[src/logic/capture_pkg.sv]
package capture_pkg;

    //////////////////////////////////////////////////
    // Sizes

    localparam int N_CHAN  = 4;            // Capture channels
    localparam int DEPTH   = 64;           // Entries per channel memory
    localparam int ENTRY_W = $clog2(DEPTH);
    localparam int CHAN_W  = $clog2(N_CHAN);
    localparam int IN_W    = 36;           // Raw input word
    localparam int WORD_W  = 32;           // Stored and returned word

    //////////////////////////////////////////////////
    // Bus address map

    localparam int ADDR_W     = 10;
    localparam int STATUS_BIT = 8;         // Set for a pointer read
    localparam int CHAN_LSB   = 6;         // Channel field is [7:6], entry field is [5:0]

    //////////////////////////////////////////////////
    // Types

    typedef logic [IN_W-1:0]    in_word_t;
    typedef logic [WORD_W-1:0]  word_t;
    typedef logic [ENTRY_W-1:0] entry_t;
    typedef logic [CHAN_W-1:0]  chan_t;
    typedef logic [ADDR_W-1:0]  addr_t;

    // Readback controller states
    typedef enum logic {
        IDLE,
        WAIT
    } fsm_state_t;

endpackage

[src/logic/readback_if.sv]
`timescale 1ns/1ps

interface readback_if;

    // Request from the controller, one cycle strobe
    logic                 req;
    capture_pkg::chan_t   chan;
    capture_pkg::entry_t  entry;
    logic                 status;    // Pointer read instead of memory read

    // Answer from the channel bank, two cycles after req
    capture_pkg::word_t   word;
    logic                 valid;

    modport ctrl (
        output req,
        output chan,
        output entry,
        output status,
        input  word,
        input  valid
    );

    modport bank (
        input  req,
        input  chan,
        input  entry,
        input  status,
        output word,
        output valid
    );

endinterface

[src/logic/readback_fsm.sv]
`timescale 1ns/1ps

module readback_fsm (
    input  logic                clk,
    input  logic                rst,
    input  logic                io_sel,
    input  logic                io_rd_en,
    input  capture_pkg::addr_t  io_addr,
    output capture_pkg::word_t  io_rd_data,
    output logic                io_rd_ack,
    readback_if.ctrl            rb
);

    capture_pkg::fsm_state_t state;
    logic                    accept;

    // Requests during WAIT are dropped
    assign accept = (state == capture_pkg::IDLE) && io_sel && io_rd_en;

    //////////////////////////////////////////////////
    // State and strobes

    always_ff @(posedge clk) begin
        if (rst) begin
            state     <= capture_pkg::IDLE;
            rb.req    <= 1'b0;
            io_rd_ack <= 1'b0;
        end else begin
            rb.req    <= 1'b0;    // One cycle pulses
            io_rd_ack <= 1'b0;
            case (state)
                capture_pkg::IDLE: begin
                    if (accept) begin
                        rb.req <= 1'b1;
                        state  <= capture_pkg::WAIT;
                    end
                end
                capture_pkg::WAIT: begin
                    if (rb.valid) begin
                        io_rd_ack <= 1'b1;
                        state     <= capture_pkg::IDLE;
                    end
                end
                default: begin
                    state <= capture_pkg::IDLE;
                end
            endcase
        end
    end

    //////////////////////////////////////////////////
    // Address split

    always_ff @(posedge clk) begin
        if (accept) begin
            rb.chan   <= io_addr[capture_pkg::CHAN_LSB +: capture_pkg::CHAN_W];
            rb.entry  <= io_addr[capture_pkg::ENTRY_W-1:0];
            rb.status <= io_addr[capture_pkg::STATUS_BIT];
        end
    end

    //////////////////////////////////////////////////
    // Read data, held until the next ack

    always_ff @(posedge clk) begin
        if (rst) begin
            io_rd_data <= '0;
        end else if (state == capture_pkg::WAIT && rb.valid) begin
            io_rd_data <= rb.word;
        end
    end

endmodule

[src/flat_wrapper.sv]
// flat-port wrapper written by rule: the top's interface ports become plain ports
module readback_fsm_flat 
  (clk, rst, io_sel, io_rd_en, io_addr, io_rd_data, io_rd_ack, rb_req, rb_chan, rb_entry, rb_status, rb_word, rb_valid);
  readback_if rb_i ();
  input  logic clk;
  input  logic rst;
  input  logic io_sel;
  input  logic io_rd_en;
  input  capture_pkg::addr_t io_addr;
  output capture_pkg::word_t io_rd_data;
  output logic io_rd_ack;
  output wire logic [$bits(rb_i.req)-1:0] rb_req;
  output wire logic [$bits(rb_i.chan)-1:0] rb_chan;
  output wire logic [$bits(rb_i.entry)-1:0] rb_entry;
  output wire logic [$bits(rb_i.status)-1:0] rb_status;
  input wire logic [$bits(rb_i.word)-1:0] rb_word;
  input wire logic [$bits(rb_i.valid)-1:0] rb_valid;
  assign rb_req = rb_i.req;
  assign rb_chan = rb_i.chan;
  assign rb_entry = rb_i.entry;
  assign rb_status = rb_i.status;
  assign rb_i.word = rb_word;
  assign rb_i.valid = rb_valid;
  readback_fsm u_core (.clk(clk), .rst(rst), .io_sel(io_sel), .io_rd_en(io_rd_en), .io_addr(io_addr), .io_rd_data(io_rd_data), .io_rd_ack(io_rd_ack), .rb(rb_i));
endmodule
[config.mk]
export PLATFORM = sky130hd
export DESIGN_NAME = readback_fsm_flat
export DESIGN_NICKNAME = d
export VERILOG_FILES = /design/src/logic/capture_pkg.sv /design/src/logic/readback_if.sv /design/src/logic/readback_fsm.sv /design/src/flat_wrapper.sv
export SDC_FILE = /design/constraint.sdc
export NUM_CORES = 1
export LEC_CHECK = 0
export ABC_CLOCK_PERIOD_IN_PS = 2500
export BUFFER_PORTS_ARGS = -buffer_cell sky130_fd_sc_hd__buf_2
export CAP_MARGIN = 10
export CORE_MARGIN = 2
export CORE_UTILIZATION = 45
export CTS_BUF_LIST = sky130_fd_sc_hd__clkbuf_8
export DETAILED_ROUTE_END_ITERATION = 10
export GPL_TIMING_DRIVEN = 0
export PLACE_DENSITY = 0.85
export SLEW_MARGIN = 20
export SYNTH_ARGS = -nofsm -noshare
export SYNTH_HDL_FRONTEND = slang
export SYNTH_SLANG_ARGS = --single-unit
export TNS_END_PERCENT = 10
[constraint.sdc]
create_clock -name clk -period 2.5 [get_ports clk]
set_input_delay 0.25 -clock clk [delete_from_list [all_inputs] [get_ports clk]]
set_output_delay 0.25 -clock clk [all_outputs]
set_load 0.02 [all_outputs]
==> reports/metrics.cfg, run 1 <==
[power_and_ir_drop]
netSwitchingFraction_pct = 24.09
power_density_mw_per_mm2 = 624.1
p_sw_mw = 0.3547
p_total_mw = 1.473
power.internal_mw = 1.118
peakVddDrop_v = 0.0003215
power_frac_comb_pct = 11.5
power.share.clock_pct = 37.4
seqPwrFrac_pct = 51.1
total_leakage_power_nw = 1.090

[cells_and_area]
utilization_pct = 63.50
area_growth_pct = 34.62
n_antenna_cell = 0
drive_gt1_share_pct = 51.35
nets = 305
design_area_mm2 = 0.002360

[critical_path]
startpoint_type = flop
worst_ep_required_time_ns = 2.48
path_class = reg -> reg
crit_path_top_delay_cell = dfxtp_1
endpoint_kind = flop
cp_slowest_stage_delay_ns = 0.34
critPathMaxFanout = 10
cpLargestDelayFamily = buffers and inverters
r2r_setup_slack_ns = 1.11
worstPathCellList = buf_2, nand3b_1, inv_1
cp_num_buf_inv = 2
crit_arrival_ns = 1.36

[sta]
relSlewSlack_pct = 70.84
worstMarginPinSlew_ns = 0.4374
fmax_mhz = 721.4
setup_slack_ns = 1.114
finalCriticalPeriod_ns = 1.386
tns_ns = 0
hold_violations = 0
drv_slew = 0
fin_skew_ns = 0.007938
rsz0062_at_grt = no
fin_crit_sh_pct = 55.45
setup_violations = 0

[global_routing]
grt.overflow.total = 0
antenna_found_initial = 0
grt_use_total_pct = 19.98
grt_pass1_vias = 1529
grt_max_degree = 16
grt_pass1_wl_mm = 6.693

[logic_synthesis]
netlist_area_mm2 = 0.001753
synth-seq-cells = 44
avgSynthCellArea_um2 = 10.62
yosysTopAreaCellShare_pct = 39.97
yosys.area.top_type = dfxtp_1
yosys_warnings = 0
synth_nets = 212
yosys-top-cells-area = dfxtp_1, edfxtp_1, a21bo_2, a21oi_1, nand3_1
synthCells = 165
ys_types = 15
yosysSeqAreaShare_pct = 55.39

[clocking]
numCtsBuffers = 5
cts_num_sinks = 44
clk_pin_slew_ns = 0.09
ctsLongestPathBuffers = 2
cts_hold_buf = 0
cts-resized-gates = 0
cts_setup_buffers = 0
clk_latency_ns = 0.30
cts_root_buffer = clkbuf_8
cts_tree = built
cts-htree-levels = 2

[floorplan]
die_area_mm2 = 0.004411
coreArea_mm2 = 0.003716
io_pins = 90
fp.dieW_um = 66.42
die_y_um = 66.42
rows = 22
initial_core_util_pct = 47.17

[place]
dpl-instance-area_mm2 = 0.002243
routabilityCongestion = 0.7509
dp_slack_ns = 1.101
hpwl_mm = 2.980
port_buffers = 86

[detailed_routing]
routed_via_density = 5.036
drt_pass1_iterations = 4
drtIter0Drc = 54
wire_per_inst_um = 12.92
antenna_left = 0
routed_wl_mm = 3.966
drc = 0
vias = 1546

[outcome]
status = finished, final reports clean

[flow_run]
cap_violations = 0

[min_path]
holdCritPathClass = in -> reg

-- layout by cell type (no fill, tap or decap) --
cell	instances
buf_2	94
nand3_1	32
dfxtp_1	35
a21bo_2	25
buf_4	4
a21bo_1	7
clkbuf_8	5
clkinv_4	2
a21oi_1	33
nand3b_1	1
nor2_1	2
nand2b_1	1
edfxtp_1	9
inv_1	1
buf_6	2
nand2_1	1
clkbuf_1	4
bufinv_16	1
-- cell families (layout without fill, tap and decap cells) --
group	count (synthesis)	after routing	synth area share [%]
compound gates	65	65	27.69
buf+inv	19	113	6.352
flops	44	44	55.39
simple gates	37	37	10.56
-- registers in the layout, summed over array words and instances (netlist names) --
register	count
u_core.io_rd_data	32
u_core.rb.entry	6
u_core.rb.chan	2
u_core.io_rd_ack	1
u_core.rb.req	1
u_core.rb.status	1
u_core.state	1
-- through the flow --
stage	hold WS [ns]	cells
3_3_place_gp	0.4273	299
4_1_cts	0.1181	307
5_1_grt	0.1108	307
3_5_place_dp	0.4286	299
2_1_floorplan	0.3489	165
6_report	0.1237	307
-- synth_stat cells, drive strengths merged --
master,number
nand2b,1
nand3,32
nor2,2
nand2,1
dfxtp,35
edfxtp,9
a21bo,32
buf,14
clkbuf,4
inv,1
a21oi,33
nand3b,1
-- power by group through the flow --
stage / clock network [mW] / registers (mW) / logic (mW)
6_report: 0.551 / 0.753 / 0.169
5_1_grt: 0.592 / 0.756 / 0.187
4_1_cts: 0.556 / 0.754 / 0.171
3_5_place_dp: 0 / 0.770 / 0.170
3_3_place_gp: 0 / 0.769 / 0.166
2_1_floorplan: 0 / 0.796 / 0.0732
-- path summary, 6_finish.rpt --
kind / start / to / cells past startpoint
setup / recovery: u_core.state / u_core.rb.entry[2] / 3
hold / removal: io_addr[7] / u_core.rb.chan[1] / 1
setup reg to reg: u_core.state / u_core.rb.entry[2] / 3
hold reg to reg: u_core.io_rd_data[10] / u_core.io_rd_data[10] / 2
-- layout make-up --
type | instances | area (um2)
plain buffers | 18 | 107.6
clock buffers | 5 | 68.82
clock inverters | 3 | 47.55
fillers | 333 | 1356
inverters | 1 | 3.754
multi-input cells | 102 | 670.6
flip-flops and latches | 44 | 970.9
well taps | 48 | 60.06
repair buffers | 86 | 430.4
-- routing by layer --
metal	global-route usage (%)	wire length [um]	part of all wire, %	up-vias
met5	0	0	0	-
met3	6.644	318	8.0	8
met2	33.75	1959	49	65
li1	-	-	-	771
met1	23.28	1630	41	702
met4	7.653	59	1.5	0
Note: power is estimated with default switching activity, not from simulation.
==> run 2, diff against run 1 <==
- ABC_CLOCK_PERIOD_IN_PS: 2500 -> 1400
- clock period: 2.5 -> 1.4 ns (I/O delays scaled with it)
==> reports/metrics.cfg, run 2 (synthesis results as in run 1) <==
[outcome]
status = finished, final reports clean

[global_routing]
grt_max_degree = 16
grt_pass1_vias = 1530
grt.overflow.total = 0
grt_pass1_wl_mm = 6.706
grt_use_total_pct = 20.01
antenna_found_initial = 0

[power_and_ir_drop]
power_density_mw_per_mm2 = 1114
total_leakage_power_nw = 1.088
peakVddDrop_v = 0.0005741
p_total_mw = 2.631

[floorplan]
initial_core_util_pct = 47.17
fp.dieW_um = 66.42
rows = 22
io_pins = 90
coreArea_mm2 = 0.003716
die_y_um = 66.42
die_area_mm2 = 0.004411

[cells_and_area]
nets = 305
drive_gt1_share_pct = 51.74
final_cells = 307
n_antenna_cell = 0
reg.largest.list = u_core.io_rd_data (32), u_core.rb.entry (6), u_core.rb.chan (2)
largest-register = u_core.io_rd_data
area_growth_pct = 34.76
final_cell_mix = buf_2, dfxtp_1, a21oi_1
final_common_cell = buf_2
largest_reg_flops = 32

[detailed_routing]
drtIter0Drc = 54
routed_wl_mm = 3.966
wire_per_inst_um = 12.92
drt_pass1_iterations = 4
routed_via_density = 5.036
antenna_left = 0
drc = 0
vias = 1546

[clocking]
clk_pin_slew_ns = 0.09
cts_root_buffer = clkbuf_8
numCtsBuffers = 5
cts_hold_buf = 0
cts-htree-levels = 2
ctsLongestPathBuffers = 2
cts_tree = built
clk_latency_ns = 0.30
cts_num_sinks = 44

[sta]
fin_skew_ns = 0.007938
relSlewSlack_pct = 70.84
setup_slack_ns = 0.1210
rsz0062_at_grt = no
fin_crit_sh_pct = 91.36
setup_violations = 0
hold_violations = 0
tns_ns = 0
finalCriticalPeriod_ns = 1.279
fmax_mhz = 781.8
worstMarginPinSlew_ns = 0.4374
drv_slew = 0

[place]
routabilityCongestion = 0.7509
dp_slack_ns = 0.001052
port_buffers = 86
hpwl_mm = 2.980
placed_cells = 299

[critical_path]
critPathMaxFanout = 10
startpoint = u_core.state
r2r_setup_slack_ns = 0.12
r2r_end = u_core.rb.entry[2]
startpoint_type = flop
crit_arrival_ns = 1.29
cp-endpoint = u_core.rb.entry[2]
endpoint_kind = flop
r2r_cells = 3
worst_ep_required_time_ns = 1.41
path_class = reg -> reg
r2r-start = u_core.state

[min_path]
holdCritPathClass = in -> reg

[flow_run]
cap_violations = 0

[run 2: cell count changes in the layout (fill, tap and decap cells not counted)]
| cell | before | now |
|---|---|---|
| inv_1 | 1 | 0 |
| inv_4 | 0 | 1 |
[run 2: layout make-up]
type                            instances  area [um2]
Inverter                                1       6.256
Sequential cell                        44       970.9
Buffer                                 18       107.6
Clock inverter                          3       47.55
Timing Repair Buffer                   86       430.4
Fill cell                             332        1354
Tap cell                               48       60.06
Clock buffer                            5       68.82
Multi-Input combinational cell        102       670.6
[run 2: repair_timing]
item	4_1_cts	5_1_grt
endpoints found under the hold margin	0	0
endpoints found under the setup margin	9	9
cloned	0	0
setup buffers	0	0
gates resized for setup	1	1
[run 2: where the power goes]
| group | switching (mW) | internal [mW] |
|---|---|---|
| combinational | 0.174 | 0.128 |
| clock | 0.446 | 0.537 |
| sequential | 0.0133 | 1.33 |
| total | 0.634 | 2.00 |
[run 2: worst min-delay path by stage]
stage	startpoint	to	slack, ns	depth (start not counted)
after global placement	io_addr[0]	u_core.rb.entry[0]	0.32	1
after global routing	io_addr[3]	u_core.rb.entry[3]	0.0008	1
after CTS	io_addr[7]	u_core.rb.chan[1]	0.008	1
final	io_addr[7]	u_core.rb.chan[1]	0.01	1
after floorplan	io_addr[6]	u_core.rb.chan[0]	0.24	0
after detailed placement	io_addr[7]	u_core.rb.chan[1]	0.32	1
[run 2: critical path, cell delays in order, from the launching register on]
cell	delay, ns
dfxtp_1	0.34
buf_2	0.18
nand3b_1	0.30
inv_4	0.18
[run 2: stage by stage]
stage | instance area [um2] | util (%) | hold slack [ns]
3_3_place_gp | 2243 | 60.37 | 0.3173
2_1_floorplan | 1753 | - | 0.2389
3_5_place_dp | 2243 | 60.37 | 0.3186
4_1_cts | 2360 | 63.50 | 0.008106
5_1_grt | 2362 | 63.57 | 0.0008383
6_report | 2362 | 63.57 | 0.01369
[run 2: routing by layer]
metal	wire [um]	track usage, %	vias up
met2	1956	33.75	65
li1	-	-	772
met4	59	7.653	0
met1	1632	23.39	701
met5	0	0	-
met3	318	6.644	8
